## config.mk

```make
export PLATFORM = sky130hd
export DESIGN_NAME = cycle_irq_timer
export DESIGN_NICKNAME = d
export VERILOG_FILES = /design/src/picorv_mem_pkg.sv /design/src/cycle_irq_timer.sv
export SDC_FILE = /design/constraint.sdc
export NUM_CORES = 1
export LEC_CHECK = 0
export ABC_AREA = 1
export BUFFER_PORTS_ARGS = -buffer_cell sky130_fd_sc_hd__buf_2
export CAP_MARGIN = 20
export CORE_UTILIZATION = 35
export DETAILED_ROUTE_END_ITERATION = 7
export PLACE_DENSITY = 0.68
export RECOVER_POWER = 100
export SKIP_CTS_REPAIR_TIMING = 1
export SYNTH_ARGS = -nofsm -noshare
export SYNTH_HDL_FRONTEND = slang
export SYNTH_SLANG_ARGS = --single-unit
export TNS_END_PERCENT = 50
```

## constraint.sdc

```tcl
create_clock -name clk -period 1.9 [get_ports clk]
set_input_delay 0.19 -clock clk [delete_from_list [all_inputs] [get_ports clk]]
set_output_delay 0.19 -clock clk [all_outputs]
set_load 0.05 [all_outputs]
```

## src/picorv_mem_pkg.sv

```systemverilog
`default_nettype none

package picorv_mem_pkg;

  localparam int data_w    = 32;    // Bus data width
  localparam int strb_w    = 4;     // Byte strobes per word
  localparam int ram_words = 1024;  // RAM depth in words
  localparam int ram_aw    = 10;    // Word index width

  localparam int n_streams = 2;     // Stream channels, each with a tx and an rx address

  localparam logic [3:0] io_region = 4'h1;  // Tag in mem_addr[31:28] for stream registers

  localparam int irq_fast_bit     = 4;   // Fires every 8192 cycles
  localparam int irq_slow_bit     = 5;   // Fires every 65536 cycles
  localparam int fast_period_log2 = 13;
  localparam int slow_period_log2 = 16;  // Also the cycle counter width

  // Bus controller FSM encoding
  localparam int         state_w        = 2;
  localparam logic [1:0] st_idle        = 2'd0;  // Waiting for mem_valid
  localparam logic [1:0] st_wait_ram    = 2'd1;  // RAM or no-effect access in flight
  localparam logic [1:0] st_wait_stream = 2'd2;  // Waiting for a stream done pulse
  localparam logic [1:0] st_respond     = 2'd3;  // mem_ready cycle

  // mem_addr seen either as a RAM word address or as a stream register address
  typedef union packed {
    struct packed {
      logic [data_w-ram_aw-3:0] unused;  // Ignored, index wraps
      logic [ram_aw-1:0]        word;    // Word index
      logic [1:0]               offset;  // Byte offset
    } ram;
    struct packed {
      logic [3:0]  tag;     // Region select
      logic [23:0] unused;  // Ignored inside the I/O region
      logic        chan;    // Channel number
      logic        dir;     // 0 tx, 1 rx
      logic [1:0]  offset;  // Byte offset
    } io;
  } bus_addr_t;

endpackage

`default_nettype wire

```

## src/cycle_irq_timer.sv

```systemverilog
`timescale 1ns/100ps
`default_nettype none

module cycle_irq_timer (
  input  wire         clk,
  input  wire         resetn,
  output logic [31:0] irq
);

  logic [picorv_mem_pkg::slow_period_log2-1:0] count_cycle;  // Free-running, wraps

  always_ff @(posedge clk) begin
    if (!resetn) count_cycle <= '0;
    else         count_cycle <= count_cycle + 1'b1;
  end

  always_comb begin
    irq = '0;
    irq[picorv_mem_pkg::irq_fast_bit] = &count_cycle[picorv_mem_pkg::fast_period_log2-1:0];
    irq[picorv_mem_pkg::irq_slow_bit] = &count_cycle;  // Once per full wrap
  end

endmodule

`default_nettype wire

```

==> results.tsv <==
metric	value	unit
CP max FO	6	
Hold Path End	count_cycle[1]	
die width	55.48	µm
Vias/cell	4.094	
r2r worst-path depth	6	
Tmin final	1728	ps
port bufs	3	
most frequent cells in the layout	conb_1 (30), nand2_1 (29), nor2_1 (24)	
flop-to-flop setup slack	640	ps
Setup violations, final	0	
starting DRC count in detailed routing	22	
power consumption	0.0006689	W
grt met3 use	2.810	%
CTS Buf Count	3	
sequential area share after synthesis	32.00	%
drt pass-1 iters	4	
Total GRT Usage	10.30	%
Critical Path RT	1710	ps
post-DP HPWL	1.139	mm
reg2reg start	count_cycle[0]	
Multi-input gate area	483.0	µm²
skew final	2.965	ps
diode count	0	
Gate Count Post-Synth	146	
power density over the cells	702.5	nW/µm²
later-pin clock latency in the skew report	280	ps
HP Class	in2reg	
Fin. Hold Viols	0	
FF+latch count, synth	16	
Yosys warnings	0	
met2 usage	16.18	%
Fillers	302	
Critical Path AT	1540	ps
final hold slack	224.5	ps
max_cap viols	0	
setup slack after layout	172.1	ps
I/O pin cnt	34	
max reg flops	16	
Crit Path Class	reg2out	
Die Area	3077	µm²
layout cells sized above 1	5.333	%
worst slack, placed	403.8	ps
top flop regs	count_cycle x16	
syn_area_per_cell	6.856	µm²
Biggest register	count_cycle	
Critical Path End Type	output pin	
reg2reg end	count_cycle[14]	
clock buffer depth	2	
DR WL/cell	8.022	µm
clk sinks	16	
Worst-path clk slew	90	ps
Post-Syn Area	1001	µm²
CTS tree	done	
Hold Startpoint	resetn	
routed via count	741	
predominant post-synthesis flop cell	dfxtp_1	
fmax	578.7	MHz
fin util	34.83	%
initial antenna violation count	0	
H-Tree Depth	1	
post-synth cell types	21	
status	completed	
Layout area overhead	-4.875	%
vias in the first global route	614	
GR Overflow Total	0	
root buffer cell	clkbuf_4	
final WL	1.452	mm
largest net degree at the start of global routing	12	
register area	320.3	µm²
fraction of registers with async set/reset	0	%
fin crit share	90.94	%
Max IR drop VDD	0.4394	mV
Post-synth EDFFs	0	
DRT antenna net count	0	
final slew viol count	0	
final RePlAce weighted congestion	0.8170	
Hold Crit Depth	3	
initial core utilization	36.61	%
core area	2734	µm²
most common cell after layout, fill and taps aside	conb_1	
# nets final	155	
global-route wire length before repair	2.546	mm
crit path launch type	flip-flop	
# rows	19	
GRT busiest layer	met2	
Pleak	0.4560	nW
die height	55.48	µm
met1 Use GR	13.72	%
DRC	0	
-- final cells by class --
cell class                      count  area share, %
Clock buffer                        3          2.365
Inverter                           18          7.096
Multi-Input combinational cell    110          50.72
Sequential cell                    16          33.64
Tap cell                           31          4.074
Timing Repair Buffer                3          2.102
-- synth_stat cells, drive strengths merged, types with 2 or more instances --
cell	count	area, µm²
nor2	24	100.1
nand3	6	30.03
inv	18	67.56
nand4	2	12.51
xnor2	2	17.52
o21a	2	15.01
dfxtp	16	320.3
o21ai	3	15.01
o21bai	2	15.01
a21oi	5	25.02
buf	30	225.2
nand2	30	115.1
-- worst max path at each step --
stage                     cells past startpoint            from  slack (ps)     end
after floorplan                               5  count_cycle[0]         190  irq[5]
after CTS                                     6  count_cycle[0]          80  irq[5]
after global placement                        6  count_cycle[0]         440  irq[5]
final                                         6  count_cycle[0]         170  irq[5]
after detailed placement                      6  count_cycle[0]         400  irq[5]
after global routing                          6  count_cycle[0]         -10  irq[5]
-- critical path, cell delays in order, from the launching register on --
cell and delay, ps:
dfxtp_1 380, ha_1 200, nand3_1 110, inv_2 110
nand4_1 100, nor2_1 110, clkbuf_4 230
-- per-layer routing --
layer	routed length, µm	up-vias
li1	-	393
met1	762	327
met2	626	21
met3	63	0
met4	0	0
met5	0	-
-- power by group --
| group | internal [W] | leakage (nW) | switching [W] |
|---|---|---|---|
| sequential | 0.000341 | 0.129 | 0.00000561 |
| combinational | 0.00000824 | 0.313 | 0.000141 |
| clock | 0.0000735 | 0.0138 | 0.000100 |
-- per-stage QoR --
step                      instance area (µm²)  std cells  setup TNS (ps)
after floorplan                          1110        175               0
after global placement                  934.6        178               0
after detailed placement                934.6        178               0
after CTS                               957.2        181               0
after global routing                    952.2        181          -10.35
final                                   952.2        181               0
-- logic make-up (layout without fill, tap and decap cells) --
logic type / Yosys count / in the layout / share of synthesized area (%)
flops: 16 / 16 / 32.00
other cells: 1 / 30 / 0.3746
buf+inv: 49 / 24 / 29.62
xor+xnor: 3 / 3 / 2.625
compound gates: 13 / 13 / 7.624
fa+ha+maj: 1 / 1 / 1.250
simple gates: 63 / 63 / 26.50
(Power assumes the default switching activity.)
