$ cat src/picorv_mem_pkg.sv
`default_nettype none

package picorv_mem_pkg;

  localparam int data_w    = 32;    // Bus data width
  localparam int strb_w    = 4;     // Byte strobes per word
  localparam int ram_words = 1024;  // RAM depth in words
  localparam int ram_aw    = 10;    // Word index width

  localparam int n_streams = 2;     // Stream channels, each with a tx and an rx address

  localparam logic [3:0] io_region = 4'h1;  // Tag in mem_addr[31:28] for stream registers

  localparam int irq_fast_bit     = 4;   // Fires every 8192 cycles
  localparam int irq_slow_bit     = 5;   // Fires every 65536 cycles
  localparam int fast_period_log2 = 13;
  localparam int slow_period_log2 = 16;  // Also the cycle counter width

  // Bus controller FSM encoding
  localparam int         state_w        = 2;
  localparam logic [1:0] st_idle        = 2'd0;  // Waiting for mem_valid
  localparam logic [1:0] st_wait_ram    = 2'd1;  // RAM or no-effect access in flight
  localparam logic [1:0] st_wait_stream = 2'd2;  // Waiting for a stream done pulse
  localparam logic [1:0] st_respond     = 2'd3;  // mem_ready cycle

  // mem_addr seen either as a RAM word address or as a stream register address
  typedef union packed {
    struct packed {
      logic [data_w-ram_aw-3:0] unused;  // Ignored, index wraps
      logic [ram_aw-1:0]        word;    // Word index
      logic [1:0]               offset;  // Byte offset
    } ram;
    struct packed {
      logic [3:0]  tag;     // Region select
      logic [23:0] unused;  // Ignored inside the I/O region
      logic        chan;    // Channel number
      logic        dir;     // 0 tx, 1 rx
      logic [1:0]  offset;  // Byte offset
    } io;
  } bus_addr_t;

endpackage

`default_nettype wire

$ cat src/stream_rx_port.sv
`timescale 1ns/100ps
`default_nettype none

module stream_rx_port (
  input  wire                               clk,
  input  wire                               resetn,
  input  wire                               rx_start,
  input  wire                               in_valid,
  input  wire [picorv_mem_pkg::data_w-1:0]  in_data,
  output logic                              in_ready,
  output logic                              rx_done,
  output logic [picorv_mem_pkg::data_w-1:0] rx_data
);

  logic xfer;

  assign xfer = in_ready && in_valid;  // Handshake edge

  always_ff @(posedge clk) begin
    if (!resetn) begin
      in_ready <= 1'b0;
      rx_done  <= 1'b0;
    end else begin
      rx_done <= xfer;                 // One cycle after the transfer
      if (rx_start) begin
        in_ready <= 1'b1;              // A bus read is waiting
      end else if (xfer) begin
        in_ready <= 1'b0;              // Exactly one word per read
      end
    end
  end

  // Captured word stays until the next transfer, past mem_ready
  always_ff @(posedge clk) begin
    if (xfer) rx_data <= in_data;
  end

endmodule

`default_nettype wire

$ cat config.mk
export PLATFORM = sky130hd
export DESIGN_NAME = stream_rx_port
export DESIGN_NICKNAME = d
export VERILOG_FILES = /design/src/picorv_mem_pkg.sv /design/src/stream_rx_port.sv
export SDC_FILE = /design/constraint.sdc
export NUM_CORES = 1
export LEC_CHECK = 0
export BUFFER_PORTS_ARGS = -buffer_cell sky130_fd_sc_hd__buf_2
export CAP_MARGIN = 20
export CORE_MARGIN = 4
export CORE_UTILIZATION = 40
export CTS_CLUSTER_SIZE = 40
export DETAILED_ROUTE_END_ITERATION = 6
export PLACE_DENSITY = 0.78
export SYNTH_ARGS = -nofsm -noshare
export SYNTH_HDL_FRONTEND = slang
export SYNTH_SLANG_ARGS = --single-unit
$ cat constraint.sdc
create_clock -name clk -period 2.8 [get_ports clk]
set_input_delay 0.14 -clock clk [delete_from_list [all_inputs] [get_ports clk]]
set_output_delay 0.14 -clock clk [all_outputs]
set_load 0.01 [all_outputs]
==> summary.txt <==
========================================================================================================
Max-Slew Margin vs Limit                                                                          53.16%
Maximum vdd drop                                                                               0.4394 mV
Detailed-routed wire length on met2                                                         1319 microns
Mapped Cells                                                                                          38
Category of the worst setup path capture point                                                  register
Clock tree from TritonCTS                                                                           done
Post-Syn Area                                                                               0.001030 sq mm
Count of input and output buffers                                                                     69
Overflow left after global routing                                                                     0
Area share of fa/ha/maj cells after synthesis                                                         0%
Wire length of the first global-routing pass                                                3712 microns
Pin count of the biggest net entering global routing                                                  33
Data arrival at the endpoint of the critical path                                                1.33 ns
Die extent in x                                                                             58.74 microns
Cell with the largest stage delay on the worst path                                               and2_2
Worst hold-check path type                                                                        in2reg
Area delta synth->final                                                                           72.90%
Maximum clock frequency                                                                       0.7275 GHz
Worst Skew                                                                                   0.005618 ns
Total Die Area                                                                              0.003450 sq mm
Crit path buffers/inverters                                                                            0
Data required time of the critical path                                                          2.75 ns
Diode insertion count for antenna repair                                                               0
Flip-flop and latch count after synthesis                                                             34
Synth cell types                                                                                       6
Total number of clock tree sinks                                                                      34
Number of buffers inserted during clock tree synthesis                                                 5
Synthesized-area fraction occupied by ao, oa, aoi and oai cells                                  0.7290%
Part of the Yosys area used for sequential elements                                               97.21%
Critical path's largest stage delay                                                              0.62 ns
Number of global-route vias before repair                                                            792
Synth Area in XOR/XNOR                                                                                0%
Number of buffers added for setup after CTS                                                            0
Antenna violations before repair                                                                       0
Number of remaining DRC errors                                                                         0
Worst Max-Slew Pin Slew                                                                        0.7026 ns
Source-to-sink clock delay at the later pin of the worst-skew pair                               0.32 ns
H-tree depth                                                                                           2
Simple-gate portion of the synthesized area                                                       2.066%
CTS Root Buffer Type                                                                            clkbuf_4
Number of nets in the synthesized netlist                                                             74
Total Negative Setup Slacks                                                                         0 ns
Total number of vias                                                                                 761
Post-layout min period                                                                          1.375 ns
Total power divided by cell area                                                            509.6 mW/mm^2
Final WL                                                                                    2577 microns
Met1 layer wirelength in the final routing                                                   880 microns
Number of primary I/O pins                                                                            70
Instance area after placement                                                               0.001413 sq mm
Standard-cell rows                                                                                    18
Number of DRC markers in iteration 0                                                                  18
Synth Warn #                                                                                           0
Vertical die dimension                                                                      58.74 microns
Layout cells sized above 1                                                                        53.42%
Largest family of logic cells by synthesized area                                           simple AND/OR/NAND/NOR gates
Buffer depth of the longest clock path                                                                 2
Detailed-router iteration count before antenna repair                                                  3
Tcrit/Tclk final                                                                                  49.09%
Crit-path leading delay family                                                              simple AND/OR/NAND/NOR gates
Cts hold-fix bufs                                                                                     32
Highest metal layer with signal wires                                                               met4
Critical path type                                                                               reg2reg
Area inside the core boundary                                                               0.002455 sq mm
Final setup viols                                                                                      0
Slack of the critical path                                                                      1.425 ns
RSZ-0062 raised after global routing                                                               false
Vias/cell                                                                                          4.324
Outcome                                                                                     finished clean
Global placer's final weighted congestion                                                         0.6293
Post-route antenna net violation count                                                                 0
Mux cell area share after synthesis                                                                   0%
Avg Cell Area, Syn                                                                           27.10 sq um
Max Fanout on Critical Path                                                                           32
Initial core utilization                                                                          41.95%
Total Routing Usage GR                                                                            16.04%
Sum of met3 wire segment lengths after detailed routing                                      309 microns
Nature of the critical path startpoint                                                          register
Number of max-capacitance violations reported                                                          0
Worst setup timing slack at the placement stage                                                 1.459 ns
Post-CTS clock slew at the launch and capture registers of the worst setup and hold paths        0.09 ns
Max-slew violation count                                                                               0
Average detailed-routed wire length per instance                                            14.64 microns
Leak Pwr                                                                                       0.7629 nW
Final Hold Viols                                                                                       0
Net total in the final layout                                                                        182
Number of instances resized during post-cts repair                                                     0
Area of all placed cells without fillers                                                    0.001780 sq mm
Cell breakdown of the critical path                                                               and2_2
========================================================================================================
## sequential cells by signal (all words and copies together) (netlist names)
register  cells
rx_done       1
rx_data      32
in_ready      1
## cell type report
| cell class | instances | area, sq um |
|---|---|---|
| Clock buffer | 5 | 37.54 |
| Clock inverter | 2 | 10.01 |
| Fill cell | 157 | 674.4 |
| Multi-Input combinational cell | 4 | 28.78 |
| Sequential cell | 34 | 1001 |
| Tap cell | 30 | 37.54 |
| Timing Repair Buffer | 101 | 665.6 |
## cell usage after synthesis (all sizes together)
master,instances,area (sq um)
and3,1,7.510
edfxtp,32,960.9
o21a,1,7.510
nor2b,1,6.260
dfxtp,2,40.04
and2,1,7.510
## cell families (layout without fill, tap and decap cells)
kind of cell,after synthesis,after routing
simple gates,3,3
compound gates,1,1
flops,34,34
buf+inv,0,108
## per-stage QoR
stage / cells / util, % / hold WS (ns) / power (mW)
after floorplan: 38 / - / 0.2389 / 0.6086
after global placement: 137 / 57.54 / 0.3168 / 0.6465
after detailed placement: 137 / 57.54 / 0.3181 / 0.6499
after CTS: 176 / 72.53 / 0.005021 / 0.9196
after global routing: 176 / 72.53 / 0.04287 / 0.9517
final: 176 / 72.53 / 0.06562 / 0.9073
## power breakdown
group / leakage, nW / switching [mW] / internal, mW
Combinational: 0.421 / 0.0363 / 0.0578
Clock: 0.0308 / 0.143 / 0.0901
Sequential: 0.311 / 0.00462 / 0.576
## worst paths after layout
| path | startpoint | end | slack (ns) | cells past startpoint |
|---|---|---|---|---|
| worst max-delay path | in_ready | rx_data[23] | 1.43 | 1 |
| worst min-delay path | rx_start | in_ready | 0.07 | 2 |
| worst max register to register | in_ready | rx_data[23] | 1.43 | 1 |
| worst min register to register | in_ready | rx_done | 0.57 | 1 |
## cells in the final DEF, fill, tap and decap left out, drive strengths merged
| cell type | n |
|---|---|
| and2 | 1 |
| and3 | 1 |
| buf | 69 |
| clkbuf | 5 |
| clkinv | 2 |
| dfxtp | 2 |
| dlygate4sd3 | 32 |
| edfxtp | 32 |
| nor2b | 1 |
| o21a | 1 |
## routing by layer
layer | up-vias | global-route usage (%)
met5 | - | 0
met4 | 0 | 8.414
met3 | 9 | 8.553
met2 | 50 | 26.66
met1 | 340 | 16.13
li1 | 362 | -
No activity file was read; power rests on OpenSTA's default activity.
