File: src/picorv_mem_pkg.sv
`default_nettype none

package picorv_mem_pkg;

  localparam int data_w    = 32;    // Bus data width
  localparam int strb_w    = 4;     // Byte strobes per word
  localparam int ram_words = 1024;  // RAM depth in words
  localparam int ram_aw    = 10;    // Word index width

  localparam int n_streams = 2;     // Stream channels, each with a tx and an rx address

  localparam logic [3:0] io_region = 4'h1;  // Tag in mem_addr[31:28] for stream registers

  localparam int irq_fast_bit     = 4;   // Fires every 8192 cycles
  localparam int irq_slow_bit     = 5;   // Fires every 65536 cycles
  localparam int fast_period_log2 = 13;
  localparam int slow_period_log2 = 16;  // Also the cycle counter width

  // Bus controller FSM encoding
  localparam int         state_w        = 2;
  localparam logic [1:0] st_idle        = 2'd0;  // Waiting for mem_valid
  localparam logic [1:0] st_wait_ram    = 2'd1;  // RAM or no-effect access in flight
  localparam logic [1:0] st_wait_stream = 2'd2;  // Waiting for a stream done pulse
  localparam logic [1:0] st_respond     = 2'd3;  // mem_ready cycle

  // mem_addr seen either as a RAM word address or as a stream register address
  typedef union packed {
    struct packed {
      logic [data_w-ram_aw-3:0] unused;  // Ignored, index wraps
      logic [ram_aw-1:0]        word;    // Word index
      logic [1:0]               offset;  // Byte offset
    } ram;
    struct packed {
      logic [3:0]  tag;     // Region select
      logic [23:0] unused;  // Ignored inside the I/O region
      logic        chan;    // Channel number
      logic        dir;     // 0 tx, 1 rx
      logic [1:0]  offset;  // Byte offset
    } io;
  } bus_addr_t;

endpackage

`default_nettype wire

File: src/stream_tx_port.sv
`timescale 1ns/100ps
`default_nettype none

module stream_tx_port (
  input  wire                               clk,
  input  wire                               resetn,
  input  wire                               tx_start,
  input  wire [picorv_mem_pkg::data_w-1:0]  tx_data,
  input  wire                               out_ready,
  output logic                              out_valid,
  output logic [picorv_mem_pkg::data_w-1:0] out_data,
  output logic                              tx_done
);

  always_ff @(posedge clk) begin
    if (!resetn) begin
      out_valid <= 1'b0;
      tx_done   <= 1'b0;
    end else begin
      tx_done <= 1'b0;                    // Pulse by default
      if (tx_start) begin
        out_valid <= 1'b1;
      end else if (out_valid && out_ready) begin
        out_valid <= 1'b0;                // Sink took the word
        tx_done   <= 1'b1;
      end
    end
  end

  // Word held stable while out_valid waits
  always_ff @(posedge clk) begin
    if (tx_start) out_data <= tx_data;
  end

endmodule

`default_nettype wire

File: config.mk
export PLATFORM = sky130hd
export DESIGN_NAME = stream_tx_port
export DESIGN_NICKNAME = d
export VERILOG_FILES = /design/src/picorv_mem_pkg.sv /design/src/stream_tx_port.sv
export SDC_FILE = /design/constraint.sdc
export NUM_CORES = 1
export LEC_CHECK = 0
export BUFFER_PORTS_ARGS = -buffer_cell sky130_fd_sc_hd__buf_2
export CORE_UTILIZATION = 30
export CTS_CLUSTER_DIAMETER = 100
export DETAILED_ROUTE_END_ITERATION = 12
export GPL_ROUTABILITY_DRIVEN = 0
export HOLD_SLACK_MARGIN = 0.02
export PLACE_DENSITY = 0.7
export RECOVER_POWER = 50
export SYNTH_ARGS = -nofsm -noshare
export SYNTH_HDL_FRONTEND = slang
export SYNTH_SLANG_ARGS = --single-unit
File: constraint.sdc
create_clock -name clk -period 0.94 [get_ports clk]
set_input_delay 0.141 -clock clk [delete_from_list [all_inputs] [get_ports clk]]
set_output_delay 0.141 -clock clk [all_outputs]
set_load 0.1 [all_outputs]
==> flow_summary.ini, run 1 <==
[route]
route.vias.total = 777
vias_per_cell = 4.03
wirelength_um = 2650
avgRoutedWirePerCell_um = 13.7
drtAntennaViolNets = 0
drc = 0
dr.pass1.iters = 4
drt_iter0_drc = 19

[floorplanning]
start_util = 0.325
io_pins = 70
die-width_um = 60.5
die-area_mm2 = 0.00366
rows = 20
die_y_um = 60.5
core_area_mm2 = 0.00315

[place]
io_buffers = 69
dpl_cell_area_mm2 = 0.00197
placedCellCount = 152

[final_layout]
layout.nets = 184
drive_above_1_share = 0.517
finalInstanceArea_mm2 = 0.00233
syn_to_final_growth_pct = 127
n_antenna_cell = 0
most-common-layout-cells = buf_2 (34), buf_12 (34), dlygate4sd3_1 (33)
layoutNonFillerInstCount = 193

[cts]
cts.sinks = 34
clock_latency_ns = 0.31
clkSlewWorstSetupHoldPaths_ns = 0.10
post_cts_resized = 0
root_buffer = clkbuf_4
clockBufferDepth = 2
ctsHtreeMaxLevel = 2
cts_setup_buffers = 0
cts_buffers = 5
tritoncts = done

[sta]
fin_crit_ns = 1.09
slew_violations = 0
skew_ns = 0.000140
setup_viol = 34
fmax_mhz = 919
tightest_slew_ns = 0.663
post-route-period-util = 1.16
hold_viol = 0
rsz0062_at_grt = yes
relSlewSlack = 0.558
finalWorstSetupSlack_ns = -0.148

[yosys]
synth.top_cell.area_share = 0.937
syn_area_per_cell_um2 = 27.7
ys_warn_count = 0
syn-cell-area_mm2 = 0.00103
ys_seq_elements = 34
synth_cell_types = 5
synthCells = 37
netlist_top_cells_area = edfxtp_1 (94%), dfxtp_1 (3.9%), and4b_2 (1.1%)
postSynthNetCount = 73
yosysTopAreaCell = edfxtp_1
yosysSeqAreaShare = 0.976

[critical_path]
arrival_ns = 0.95
r2r-end = out_valid
worst_path_max_delay_cell = edfxtp_1
cp_max_fo = 1
crit_buf_inv = 1
required_ns = 0.80
path_cells = buf_12
setup.worst_path.class = reg2out
critPathLaunchType = flip-flop
reg2reg_from = out_valid
cpPeakStageDelay_ns = 0.43
r2r_slack_ns = 0.21
end_kind = output pin
crit_cells = 1
r2r_cells = 2
critPathTopFamily = flip-flops

[job]
maxCapViolations = 0

[pwr]
switchingPower_uw = 1460
p_clk_frac = 0.176
power_frac_seq = 0.458
netSwitchingFraction = 0.356
p_leak_uw = 0.000963
p_comb_frac = 0.366
intPower_uw = 2650
p_per_area_mw_per_mm2 = 1770
ir_drop_v = 0.00128

[global_routing]
grt_pass1_wl_um = 3860
grtUsageTotal = 0.153
grt_pass1_vias = 883
grt_max_degree = 23
antenna_found_initial = 0
grt_overflow_total = 0

[hold_path]
holdPathStages = 3
hold_start = out_ready
hold_end = out_valid
hold_path.class = in2reg

[status]
status = finished with violations
violations = setup timing
-- sequential cells by signal, indices dropped and copies added (netlist names) --
name       flops
tx_done        1
out_data      32
out_valid      1
-- worst register-to-register path, delay by kind of cell (launching register included) --
family | cells | cell delay (ns)
and+or+nand+nor | 1 | 0.12
DFF | 1 | 0.36
AOI/OAI and AO/OA | 1 | 0.15
-- layout make-up --
type,count,area (um2)
flip-flops and latches,34,1010
fillers,209,825
repair buffers,104,1190
multi-input cells,3,25.0
clock buffers,8,48.8
well taps,44,55.1
-- power groups by stage --
stage | registers (uW) | logic, uW | clock network, uW
after CTS | 1890 | 1510 | 761
after global routing | 1890 | 1540 | 831
after detailed placement | 1920 | 1410 | 0
final | 1880 | 1500 | 726
after floorplan | 2680 | 4.73 | 0
after global placement | 1910 | 1400 | 0
-- stage by stage --
stage          setup TNS, ns  total power [uW]  setup WS [ns]  utilization  hold slack, ns
2_1_floorplan          -3.36              2690         -0.105            -           0.240
3_3_place_gp               0              3310          0.170        0.625           0.318
3_5_place_dp               0              3330          0.158        0.625           0.319
4_1_cts                -5.01              4160         -0.167        0.742          0.0259
5_1_grt                -6.00              4260         -0.200        0.738           0.110
6_report               -4.39              4110         -0.148        0.738           0.128
-- routing by layer --
| layer | track usage | wire length (um) |
|---|---|---|
| met5 | 0 | 0 |
| met1 | 0.138 | 869 |
| met3 | 0.0554 | 181 |
| met4 | 0.0682 | 14 |
| met2 | 0.301 | 1580 |
-- timing repair --
| action | in CTS | in global routing |
|---|---|---|
| hold buffers | 32 | 1 |
| cloned | 0 | 0 |
| pin swaps | 0 | 0 |
| endpoints found under the setup margin | 34 | 34 |
| hold endpoints to repair | 32 | 1 |
-- Yosys cell counts (all sizes together) --
| library cell | number |
|---|---|
| edfxtp | 32 |
| nor2b | 1 |
| o21a | 1 |
| dfxtp | 2 |
| and4b | 1 |
-- kinds of logic (layout without fill, tap and decap cells) --
logic type | count (synthesis) | in the layout | share of synthesized area
AO/OA/AOI/OAI | 1 | 1 | 0.00732
buffers and inverters | 0 | 112 | 0
flip-flops | 34 | 34 | 0.976
AND/OR/NAND/NOR | 2 | 2 | 0.0171
-- worst max path at each step --
stage	slack [ns]	endpoint	from
2_1_floorplan	-0.11	out_data[0]	out_data[0]
3_3_place_gp	0.17	tx_done	tx_start
3_5_place_dp	0.16	tx_done	tx_start
4_1_cts	-0.17	out_data[21]	out_data[21]
5_1_grt	-0.20	out_data[26]	out_data[26]
6_report	-0.15	out_data[10]	out_data[10]
(Power assumes the default switching activity.)
==> run 2, diff against run 1 <==
MAX_ROUTING_LAYER = met4   (was unset)
==> run 2 against run 1 <==
  * The run still ends with setup timing left
  * Via count is 1.0% higher
  * Critical path depth did not move
  * Maximum frequency up 0.18%
  * Clock skew hardly changed
  * Cell count is the same
  * Worst setup slack better by 0.0019 ns
  * Non-clock buffer count unchanged
  * Global-route usage rose by 0.46 points
  * First-iteration DRC count increased by 5.3%
  * Combinational power about the same
  * Largest cell class unchanged
  * Critical endpoint unchanged
==> flow_summary.ini, run 2 (synthesis results as in run 1) <==
[global_routing]
grt_overflow_total = 0
grtUsageTotal = 0.158
grt_pass1_vias = 889
grt_max_degree = 23
grt_pass1_wl_um = 3840
antenna_found_initial = 0

[critical_path]
cp_max_fo = 1
cpPeakStageDelay_ns = 0.43
path_cells = buf_12
critPathTopFamily = flip-flops
end_kind = output pin
crit_cells = 1
r2r_cells = 2
setup.worst_path.class = reg2out
worst_path_max_delay_cell = edfxtp_1
required_ns = 0.80
arrival_ns = 0.95
crit_buf_inv = 1
critPathLaunchType = flip-flop

[final_layout]
syn_to_final_growth_pct = 127
reg.largest.list = out_data: 32 flops, out_valid: 1 flops, tx_done: 1 flops
layout.nets = 184
layoutNonFillerInstCount = 193
n_antenna_cell = 0
top_register = out_data
most-common-layout-cells = buf_2 (34), buf_12 (34), dlygate4sd3_1 (33)
largest_reg_flops = 32
drive_above_1_share = 0.517

[pwr]
ir_drop_v = 0.00128
p_per_area_mw_per_mm2 = 1770
p_leak_uw = 0.000963

[hold_path]
hold_path.class = in2reg
holdPathStages = 3

[cts]
cts.sinks = 34
clkSlewWorstSetupHoldPaths_ns = 0.10
post_cts_resized = 0
cts_buffers = 5
root_buffer = clkbuf_4
clock_latency_ns = 0.31
tritoncts = done
clockBufferDepth = 2
ctsHtreeMaxLevel = 2

[sta]
finalWorstSetupSlack_ns = -0.146
rsz0062_at_grt = yes
tightest_slew_ns = 0.655
relSlewSlack = 0.564
post-route-period-util = 1.16
fin_crit_ns = 1.09
slew_violations = 0
hold_viol = 0
skew_ns = 0.000141
fmax_mhz = 920
setup_viol = 34
hold_slack_ns = 0.128

[floorplanning]
die-width_um = 60.5
io_pins = 70
core_area_mm2 = 0.00315
start_util = 0.325
rows = 20
die-area_mm2 = 0.00366
die_y_um = 60.5

[route]
drc = 0
route.vias.total = 785
drtAntennaViolNets = 0
wirelength_um = 2650
dr.pass1.iters = 4
avgRoutedWirePerCell_um = 13.7
vias_per_cell = 4.07
drt_iter0_drc = 20

[place]
dp_slack_ns = 0.158
placedCellCount = 152
io_buffers = 69

[status]
violations = setup timing
status = finished with violations

[job]
maxCapViolations = 0
[run 2: report_power, final]
part	switching [uW]	total (uW)	leakage (uW)	internal [uW]
sequential	93.5	1880	0.000331	1790
clock	427	725	0.0000265	298
combinational	943	1500	0.000606	561
total	1460	4110	0.000963	2650
[run 2: metal layers]
metal  global-route usage  share of wire
met5                    -              0
met1                0.136           0.34
met2                0.303           0.59
met3               0.0533          0.060
met4               0.0682         0.0087
[run 2: stage by stage]
stage                     total power, uW   util  setup TNS [ns]  cell area [um2]
after floorplan                      2690      -           -3.36             1030
after global placement               3310  0.625               0             1970
after detailed placement             3330  0.625               0             1970
after CTS                            4160  0.742           -5.01             2340
after global routing                 4260  0.738           -6.00             2330
final                                4110  0.738           -4.37             2330
[run 2: area by class of cell]
cell class,count,area (um2)
Tap cell,44,55.1
Timing Repair Buffer,104,1190
Sequential cell,34,1010
Clock buffer,8,48.8
Multi-Input combinational cell,3,25.0
Fill cell,209,825
[run 2: what timing repair did]
action                                  CTS  global route
setup buffers                             0             0
hold endpoints to repair                 32             1
endpoints found under the setup margin   34            34
cloned                                    0             0
hold buffers                             32             1
[run 2: final timing paths]
| path | start | to | slack [ns] |
|---|---|---|---|
| hold / removal | out_ready | out_valid | 0.13 |
| setup / recovery | out_data[10] | out_data[10] | -0.15 |
| hold reg to reg | out_valid | tx_done | 0.61 |
| setup reg to reg | out_valid | out_valid | 0.21 |
