### config.mk
export PLATFORM = sky130hd
export DESIGN_NAME = mem_bus_ctrl
export DESIGN_NICKNAME = d
export VERILOG_FILES = /design/src/picorv_mem_pkg.sv /design/src/mem_bus_ctrl.sv
export SDC_FILE = /design/constraint.sdc
export NUM_CORES = 1
export LEC_CHECK = 0
export ABC_AREA = 1
export BUFFER_PORTS_ARGS = -buffer_cell sky130_fd_sc_hd__buf_4
export CAP_MARGIN = 20
export CORE_AREA = 4 4 109 111
export DETAILED_ROUTE_END_ITERATION = 6
export DIE_AREA = 0 0 113 115
export HOLD_SLACK_MARGIN = 0.02
export PLACE_DENSITY = 0.58
export SYNTH_ARGS = -nofsm -noshare
export SYNTH_HDL_FRONTEND = slang
export SYNTH_SLANG_ARGS = --single-unit
### constraint.sdc
create_clock -name clk -period 4.15 [get_ports clk]
set_clock_uncertainty 0.1 [all_clocks]
set_input_delay 0.83 -clock clk [delete_from_list [all_inputs] [get_ports clk]]
set_output_delay 0.83 -clock clk [all_outputs]
set_load 0.05 [all_outputs]
### src/picorv_mem_pkg.sv
`default_nettype none

package picorv_mem_pkg;

  localparam int data_w    = 32;    // Bus data width
  localparam int strb_w    = 4;     // Byte strobes per word
  localparam int ram_words = 1024;  // RAM depth in words
  localparam int ram_aw    = 10;    // Word index width

  localparam int n_streams = 2;     // Stream channels, each with a tx and an rx address

  localparam logic [3:0] io_region = 4'h1;  // Tag in mem_addr[31:28] for stream registers

  localparam int irq_fast_bit     = 4;   // Fires every 8192 cycles
  localparam int irq_slow_bit     = 5;   // Fires every 65536 cycles
  localparam int fast_period_log2 = 13;
  localparam int slow_period_log2 = 16;  // Also the cycle counter width

  // Bus controller FSM encoding
  localparam int         state_w        = 2;
  localparam logic [1:0] st_idle        = 2'd0;  // Waiting for mem_valid
  localparam logic [1:0] st_wait_ram    = 2'd1;  // RAM or no-effect access in flight
  localparam logic [1:0] st_wait_stream = 2'd2;  // Waiting for a stream done pulse
  localparam logic [1:0] st_respond     = 2'd3;  // mem_ready cycle

  // mem_addr seen either as a RAM word address or as a stream register address
  typedef union packed {
    struct packed {
      logic [data_w-ram_aw-3:0] unused;  // Ignored, index wraps
      logic [ram_aw-1:0]        word;    // Word index
      logic [1:0]               offset;  // Byte offset
    } ram;
    struct packed {
      logic [3:0]  tag;     // Region select
      logic [23:0] unused;  // Ignored inside the I/O region
      logic        chan;    // Channel number
      logic        dir;     // 0 tx, 1 rx
      logic [1:0]  offset;  // Byte offset
    } io;
  } bus_addr_t;

endpackage

`default_nettype wire

### src/mem_bus_ctrl.sv
`timescale 1ns/100ps
`default_nettype none

module mem_bus_ctrl (
  input  wire                                          clk,
  input  wire                                          resetn,
  input  wire                                          mem_valid,
  input  wire [31:0]                                   mem_addr,
  input  wire [picorv_mem_pkg::data_w-1:0]             mem_wdata,
  input  wire [picorv_mem_pkg::strb_w-1:0]             mem_wstrb,
  output logic                                         mem_ready,
  output logic [picorv_mem_pkg::data_w-1:0]            mem_rdata,
  output logic [picorv_mem_pkg::strb_w-1:0]            ram_we,
  output logic [picorv_mem_pkg::ram_aw-1:0]            ram_addr,
  output logic [picorv_mem_pkg::data_w-1:0]            ram_wdata,
  input  wire [picorv_mem_pkg::data_w-1:0]             ram_rdata,
  output logic [picorv_mem_pkg::n_streams-1:0]         tx_start,
  output logic [picorv_mem_pkg::data_w-1:0]            tx_data,
  input  wire [picorv_mem_pkg::n_streams-1:0]          tx_done,
  output logic [picorv_mem_pkg::n_streams-1:0]         rx_start,
  input  wire [picorv_mem_pkg::n_streams-1:0]          rx_done,
  input  wire [picorv_mem_pkg::n_streams-1:0][picorv_mem_pkg::data_w-1:0] rx_data
);

  picorv_mem_pkg::bus_addr_t         addr;
  logic [picorv_mem_pkg::state_w-1:0] state;
  logic is_io;      // Address in the stream register region
  logic is_wr;      // Any strobe set
  logic is_tx;      // Write to a tx address
  logic is_rx;      // Read of an rx address
  logic chan;
  logic stream_done;

  assign addr  = mem_addr;               // Core holds it stable until mem_ready
  assign is_io = addr.io.tag == picorv_mem_pkg::io_region;
  assign is_wr = |mem_wstrb;
  assign is_tx = is_io && !addr.io.dir && is_wr;
  assign is_rx = is_io && addr.io.dir && !is_wr;
  assign chan  = addr.io.chan;

  assign stream_done = is_tx ? tx_done[chan] : rx_done[chan];

  // RAM port, written only while the access is in flight
  assign ram_addr  = addr.ram.word;      // Upper bits dropped, index wraps
  assign ram_wdata = mem_wdata;
  assign ram_we    = (state == picorv_mem_pkg::st_wait_ram && !is_io) ? mem_wstrb : '0;

  assign tx_data = mem_wdata;

  // Start pulses only from idle so a held mem_valid cannot retrigger
  always_comb begin
    tx_start = '0;
    rx_start = '0;
    if (state == picorv_mem_pkg::st_idle && mem_valid) begin
      tx_start[chan] = is_tx;
      rx_start[chan] = is_rx;
    end
  end

  always_ff @(posedge clk) begin
    if (!resetn) begin
      state <= picorv_mem_pkg::st_idle;
    end else begin
      case (state)
        picorv_mem_pkg::st_idle: begin
          if (mem_valid) begin
            // Wrong-direction I/O takes the one-cycle path with no side effect
            state <= (is_tx || is_rx) ? picorv_mem_pkg::st_wait_stream
                                      : picorv_mem_pkg::st_wait_ram;
          end
        end
        picorv_mem_pkg::st_wait_ram:    state <= picorv_mem_pkg::st_respond;  // Read lands here
        picorv_mem_pkg::st_wait_stream: begin
          if (stream_done) state <= picorv_mem_pkg::st_respond;  // Stall until handshake
        end
        default:                        state <= picorv_mem_pkg::st_idle;
      endcase
    end
  end

  assign mem_ready = state == picorv_mem_pkg::st_respond;  // One-cycle pulse

  // Read data source follows the held address
  always_comb begin
    if (!is_io) begin
      mem_rdata = ram_rdata;       // Registered RAM output
    end else if (is_rx) begin
      mem_rdata = rx_data[chan];   // Word captured by the rx port
    end else begin
      mem_rdata = '0;              // tx reads and rx writes
    end
  end

endmodule

`default_nettype wire

==> reports/qor.csv, run 1 <==
metric,value,unit
Reg with most FFs,state,
total power,537,uW
clk sinks,2,
Synthesized Nets,466,
sequential area share after synthesis,0.0224,
setup TNS,0,ns
Tightest Hold Check Type,flip-flop to flip-flop,
Avg WL per Cell,14.3,microns
Yosys top cell area share,0.323,
vias per inst,4.33,
max FFs per register,2,
fin crit period,3.24,ns
H-Tree Depth,1,
Port Buffers,155,
Filler cells,1218,
Most used DFF post-synth,dfxtp_1,
sequential power share,0.069,
Final Max Tran Viols,0,
Total GRT Usage,0.102,
LEAKAGE,1.16,nW
status,completed,
Synth area leaders,"buf_4 32%, nand3_1 19%, a31oi_1 11%",
final core occ,0.229,
total wire length,7170,microns
Logic pwr share,0.785,
first-pass GRT wire length,10800,microns
Clock Pin Slew Worst Setup and Hold Paths,0.03,ns
largest net degree at the start of global routing,37,
Synth Instances,291,
DR iter-0 viols,77,
"most common cell after layout, fill and taps aside",buf_4,
vias in the first global route,2189,
maximum clock rate,0.309,GHz
Rel. slew slack,0.528,
unrepaired setup endpoints after global routing,no,
Die X-Extent,113,microns
CP Class,primary input to output port,
Hold Buf Count CTS,0,
Post-CTS Repair Setup Buffers,0,
site row count,38,
non-filler instance count after layout,500,
Final Cell Area,0.00247,sq mm
Crit. End Element,output port,
Detail Placement HPWL,5710,microns
DP Area,0.00243,sq mm
VDD IR max,145,uV
Final setup viols,0,
io pins,286,
DIE HEIGHT,115,microns
"EDFF count, synth",0,
"Max FO, Critical Path",31,
core area,0.0108,sq mm
TritonCTS clock tree,yes,
CP dominant cell by count,buf_4,
Placer Congestion,0.820,
Post-Syn Area,0.00179,sq mm
Clock power frac,0.146,
crit-path max cell delay,0.34,ns
antenna violations before repair,0,
Hold WS,0.513,ns
Worst path slowest cell,buf_4,
clk_lat worst skew,0.21,ns
most frequent cells in the layout,"160 x buf_4, 67 x nand3_1, 40 x nor2_1, 32 x a31oi_1, 20 x nand2_1",
cts bufs inserted,3,
Synth cell types,26,
switch share,0.527,
biggest regs,state (2),
die footprint,0.0130,sq mm
CP required,3.22,ns
Psw,283,uW
slack of the worst reg-to-reg path,2.89,ns
Syn. warnings,0,
Starting Density,0.166,
post-synthesis to final-layout area growth,38.0,%
leading area contributor after synthesis,buf_4,
Final period util,0.780,
residual antenna-violating net count after detailed routing,0,
drt pass-1 iters,4,
share of cells above drive strength 1,0.481,
CTS Root Cell,clkbuf_8,
Resized Gates After CTS,0,
Max clock buf depth,2,
setup ws final,0.912,ns
share of synthesized registers carrying an async set or reset,0,
crit path DAT,2.31,ns
via count,2163,
pwr dens,218,mW/mm^2
nets,537,
DR DRC count,0,
Placement Setup Slack,0.870,ns
DP Cell Count,497,
average cell area after synthesis,6.15,sq um
"FF+latch count, synth",2,
Hold Fails Final Rpt,0,
CP startpoint kind,primary input,
Antenna diodes,0,
grt ovf,0,
Max Cap Violations,0,
critical path cell sequence,"buf_4, nor2_2, nand3_4, nor2_8, buf_4, nand3_1, a31oi_1, buf_4",
Least-Margin Pin Slew,0.707,ns
P_int,254,uW
## synthesized netlist by cell type (2+ instances only)
library cell  instances
a31oi_1              32
a21oi_1               2
inv_1                13
nor3_1                2
dfxtp_1               2
nand3_1              67
nand2_1              20
nor2_2                4
nor4_1                2
buf_2                 4
nor2_1               40
buf_4                77
ha_1                  4
buf_8                 3
buf_6                 7
clkbuf_1              2
## path summary, 6_finish.rpt
path	from	to	cells past startpoint
hold reg to reg	state[1]	state[1]	4
hold / removal	state[1]	state[1]	4
setup / recovery	mem_addr[30]	mem_rdata[12]	8
setup reg to reg	state[0]	state[0]	6
## cell families after synthesis
| family | after synthesis | share of synthesized area |
|---|---|---|
| DFF | 2 | 0.0224 |
| AOI/OAI and AO/OA | 35 | 0.120 |
| and+or+nand+nor | 141 | 0.383 |
| adders and majority gates | 4 | 0.0280 |
| buffers and inverters | 109 | 0.447 |
## cell type report
cell class                      count  area (sq um)  share of cell area
Multi-Input combinational cell    180           955               0.387
Inverter                           15          56.3              0.0228
Sequential cell                     2          40.0              0.0162
Tap cell                          140           175              0.0710
Timing Repair Buffer              160          1200               0.487
Clock buffer                        3          41.3              0.0167
## power groups by stage
stage / Sequential [mW] / Clock, mW / Combinational, mW
floorplan: 0.0353 / 0 / 0.447
global placement: 0.0363 / 0 / 0.417
detailed placement: 0.0375 / 0 / 0.425
CTS: 0.0373 / 0.0810 / 0.427
global route: 0.0390 / 0.0820 / 0.459
finish: 0.0371 / 0.0783 / 0.422
## critical path: cells and delay by family
family	cells	cell delay [ns]
AND/OR/NAND/NOR	4	0.59
buffers and inverters	3	0.68
AO/OA/AOI/OAI	1	0.18
## routing by layer
metal  up-vias  wire length [microns]  global-route usage
li1       1050                      -                   -
met1       945                   2440               0.106
met2       144                   3510               0.179
met3        24                    872              0.0363
met4         0                    346              0.0553
met5         -                      0                   0
Power figures use the tool's default switching activity.
==> inputs of run 2 (changes only) <==
- ABC_AREA: 1 -> 0
- CORE_AREA: 4 4 109 111 -> 4 4 108 110
- DIE_AREA: 0 0 113 115 -> 0 0 112 114
- PLACE_DENSITY: 0.58 -> 0.56
- clock period: 4.15 -> 3 ns (I/O delays scaled with it)
==> reports/qor.csv, run 2 <==
metric,value,unit
DIE HEIGHT,114,microns
Hold Buf Count CTS,0,
Antenna diodes,0,
Final period util,0.934,
post-synthesis to final-layout area growth,59.3,%
average cell area after synthesis,6.36,sq um
CP dominant cell by count,buf_4,
Synthesized Nets,399,
setup TNS,0,ns
antenna violations before repair,0,
DR iter-0 viols,40,
Placer Congestion,0.741,
critical path cell sequence,"buf_4, nor4b_1, buf_4, and4_1, buf_12, a22oi_1, nand2_1, buf_4",
slack of the worst reg-to-reg path,1.47,ns
Detail Placement HPWL,4480,microns
"FF+latch count, synth",2,
total power,665,uW
crit-path max cell delay,0.30,ns
total wire length,5480,microns
commonest cells in the netlist,"74 x buf_4, 66 x nand2_1, 32 x a22oi_1, 8 x clkbuf_1, 6 x and3_1",
vias per inst,3.89,
CTS Root Cell,clkbuf_8,
crit path DAT,2.10,ns
Most used DFF post-synth,dfxtp_1,
WHS Path Cells,3,
DP Area,0.00223,sq mm
"EDFF count, synth",0,
leading area contributor after synthesis,buf_4,
cts bufs inserted,3,
die footprint,0.0128,sq mm
Synth Instances,224,
clk sinks,2,
Worst path slowest cell,nor4b_1,
site row count,38,
grt ovf,0,
Starting Density,0.133,
nets,479,
maximum clock rate,0.357,GHz
Avg WL per Cell,12.4,microns
core area,0.0107,sq mm
max FFs per register,2,
R2R depth,6,
DR DRC count,0,
Rel. slew slack,0.712,
Least-Margin Pin Slew,0.426,ns
Worst Hold Endpoint,state[0],
fin crit period,2.80,ns
Reg with most FFs,state,
Die X-Extent,112,microns
Yosys top cell area share,0.390,
Final setup viols,0,
CP top delay family,buffers and inverters,
share of cells above drive strength 1,0.556,
Port Buffers,155,
non-filler instance count after layout,442,
worst hold path startpoint,state[0],
Synth cell types,28,
clk_lat worst skew,0.21,ns
most common cell in the synthesized netlist,buf_4,
Post-Syn Area,0.00142,sq mm
largest net degree at the start of global routing,33,
CP Class,primary input to output port,
first-pass GRT wire length,8070,microns
DP Cell Count,439,
vias in the first global route,1662,
Tightest Hold Check Type,flip-flop to flip-flop,
Synth area leaders,"buf_4 39%, nand2_1 17%, a22oi_1 17%",
share of synthesized registers carrying an async set or reset,0,
residual antenna-violating net count after detailed routing,0,
Post-CTS Repair Setup Buffers,0,
CP required,2.30,ns
Hold Fails Final Rpt,0,
Final Max Tran Viols,0,
biggest regs,state (2),
setup ws final,0.199,ns
sequential area share after synthesis,0.0281,
via count,1720,
Final Cell Area,0.00227,sq mm
CP startpoint kind,primary input,
drt pass-1 iters,4,
"Max FO, Critical Path",32,
Placement Setup Slack,0.162,ns
Clock Pin Slew Worst Setup and Hold Paths,0.03,ns
worst r2r src,state[0],
Crit. End Element,output port,
Filler cells,1194,
unrepaired setup endpoints after global routing,no,
LEAKAGE,1.23,nW
Total GRT Usage,0.0740,
Syn. warnings,0,
TritonCTS clock tree,yes,
VDD IR max,305,uV
status,completed,
RR Endpoint,state[1],
most frequent cells in the layout,"159 x buf_4, 66 x nand2_1, 32 x a22oi_1, 6 x and3_1",
pwr dens,293,mW/mm^2
WP buf/inv,4,
H-Tree Depth,1,
Resized Gates After CTS,0,
Max Cap Violations,0,
Max clock buf depth,2,
io pins,286,
"most common cell after layout, fill and taps aside",buf_4,
-- run 2: how the worst max path moves through the flow --
stage | start | endpoint | slack, ns | depth (start not counted)
after floorplan | mem_addr[31] | tx_start[0] | 0.04 | 5
after global placement | mem_addr[31] | mem_rdata[1] | 0.17 | 8
after detailed placement | mem_addr[31] | mem_rdata[1] | 0.16 | 8
after CTS | mem_addr[31] | mem_rdata[1] | 0.15 | 8
after global routing | mem_wstrb[0] | mem_rdata[1] | 0.09 | 7
final | mem_addr[31] | mem_rdata[1] | 0.20 | 8
-- run 2: power by group --
| part | switching, mW | internal [mW] |
|---|---|---|
| Sequential | 0.0129 | 0.0400 |
| Combinational | 0.290 | 0.218 |
| Clock | 0.0196 | 0.0847 |
-- run 2: metrics by stage --
step / hold slack (ns) / utilization
2_1_floorplan: 0.441 / -
3_3_place_gp: 0.482 / 0.208
3_5_place_dp: 0.471 / 0.208
4_1_cts: 0.477 / 0.212
5_1_grt: 0.498 / 0.212
6_report: 0.468 / 0.212
-- run 2: layer usage --
layer  routed length, microns  track usage
met3                      653       0.0255
met2                     2720        0.133
met1                     2010       0.0817
met5                        0            0
met4                      102       0.0248
-- run 2: cell families after synthesis --
group / after synthesis / share of synthesized area
muxes: 2 / 0.0149
xor gates and xnor gates: 1 / 0.00615
and+or+nand+nor: 87 / 0.276
AOI/OAI and AO/OA: 39 / 0.207
adders and majority gates: 4 / 0.0352
buffers and inverters: 89 / 0.433
DFF: 2 / 0.0281
-- run 2: worst register-to-register path, delay by kind of cell (launching register included) --
kind                       cells  cell delay, ns
buffers and inverters          1            0.08
adders and majority gates      1            0.17
AOI/OAI and AO/OA              2            0.28
DFF                            1            0.32
and+or+nand+nor                2            0.49
-- run 2: cell type report --
type                    instances  area, sq um  share of cell area
flip-flops and latches          2         40.0              0.0177
clock buffers                   3         41.3              0.0182
multi-input cells             133          767               0.338
inverters                       3         11.3             0.00496
repair buffers                161         1230               0.544
well taps                     140          175              0.0772
==> inputs of run 3 (changes only) <==
- ABC_AREA: 0 -> 1
- PLACE_DENSITY: 0.56 -> 0.59
==> reports/qor.csv, run 3 (synthesized netlist as in run 1, its figures left out) <==
metric,value,unit
drt pass-1 iters,4,
Die X-Extent,112,microns
Antenna diodes,0,
DR DRC count,0,
Resized Gates After CTS,0,
Rel. slew slack,0.676,
first-pass GRT wire length,9910,microns
grt ovf,0,
Hold WS,0.516,ns
unrepaired setup endpoints after global routing,no,
CP startpoint kind,primary input,
largest net degree at the start of global routing,37,
Avg WL per Cell,13.6,microns
Placer Congestion,0.870,
RR Endpoint,state[0],
Reg with most FFs,state,
H-Tree Depth,1,
status,completed,
io pins,286,
fin crit period,2.76,ns
core area,0.0107,sq mm
VDD IR max,408,uV
Crit. End Element,output port,
cts bufs inserted,3,
nets,539,
DR iter-0 viols,55,
non-filler instance count after layout,502,
Post-CTS Repair Setup Buffers,0,
biggest regs,state (2),
worst hold path startpoint,state[1],
Detail Placement HPWL,5680,microns
Max clock buf depth,2,
antenna violations before repair,0,
Crit. Startpoint,mem_addr[30],
Total GRT Usage,0.0932,
Hold Buf Count CTS,0,
pwr dens,292,mW/mm^2
capture point of the worst path,mem_rdata[29],
max FFs per register,2,
worst r2r src,state[0],
post-synthesis to final-layout area growth,42.3,%
clk_lat worst skew,0.21,ns
LEAKAGE,1.18,nW
via count,2171,
Hold Fails Final Rpt,0,
most frequent cells in the layout,"158 x buf_4, 67 x nand3_1, 40 x nor2_1, 32 x a31oi_1, 20 x nand2_1",
final core occ,0.238,
DIE HEIGHT,114,microns
Clock Pin Slew Worst Setup and Hold Paths,0.03,ns
"Max FO, Critical Path",28,
DP Cell Count,499,
Starting Density,0.167,
crit path DAT,2.06,ns
Max Cap Violations,0,
residual antenna-violating net count after detailed routing,0,
Final Max Tran Viols,0,
vias in the first global route,2158,
CP required,2.30,ns
Least-Margin Pin Slew,0.480,ns
slack of the worst reg-to-reg path,1.75,ns
maximum clock rate,0.363,GHz
setup TNS,0,ns
Port Buffers,155,
R2R depth,6,
site row count,38,
clk sinks,2,
total wire length,6850,microns
CTS Root Cell,clkbuf_8,
vias per inst,4.32,
CP Class,primary input to output port,
TritonCTS clock tree,yes,
share of cells above drive strength 1,0.489,
"most common cell after layout, fill and taps aside",buf_4,
Final setup viols,0,
Final period util,0.919,
Tightest Hold Check Type,flip-flop to flip-flop,
die footprint,0.0128,sq mm
==> run 3: cell types whose count changed in the layout (fill, tap and decap cells not counted), sizes merged, moves of 6 or more <==
cell,change
nand3,+68
and3,-6
nor2,+42
nand2,-45
a31oi,+31
a22oi,-32
inv,+11
==> run 3: layout make-up <==
class,instances,area (sq um)
fillers,1207,8150
repair buffers,162,1270
multi-input cells,180,967
well taps,140,175
inverters,15,56.3
clock buffers,3,41.3
flip-flops and latches,2,40.0
==> run 3: metal layers <==
| metal | global-route usage | part of all wire | vias up |
|---|---|---|---|
| met5 | 0 | 0 | - |
| met4 | 0.0409 | 0.036 | 0 |
| met3 | 0.0218 | 0.098 | 29 |
| met2 | 0.183 | 0.51 | 140 |
| met1 | 0.0929 | 0.35 | 947 |
| li1 | - | - | 1055 |
==> run 3: stage by stage <==
step | area, sq um | total power [mW] | worst slack [ns]
after global routing | 2550 | 0.808 | 0.128
after floorplan | 1800 | 0.670 | 0.126
after CTS | 2550 | 0.752 | 0.196
after detailed placement | 2500 | 0.645 | 0.193
final | 2550 | 0.744 | 0.242
after global placement | 2500 | 0.636 | 0.233
==> run 3: worst min-delay path by stage <==
| stage | end | depth (start not counted) |
|---|---|---|
| after floorplan | state[1] | 4 |
| after global placement | state[1] | 4 |
| after detailed placement | state[1] | 4 |
| after CTS | state[1] | 4 |
| after global routing | state[1] | 3 |
| final | state[1] | 4 |
==> run 3: worst max-delay path: stages <==
cell and delay, ns:
buf_4 0.12, nor2_2 0.16, nand3_4 0.14, nor2_8 0.28, buf_12 0.22, nand3_1 0.08
a31oi_1 0.22, buf_4 0.23
==> run 3: power by group <==
part / leakage [nW] / switching (mW) / internal [mW]
Sequential: 0.0167 / 0.0110 / 0.0404
Combinational: 1.14 / 0.361 / 0.228
Clock: 0.0216 / 0.0193 / 0.0846
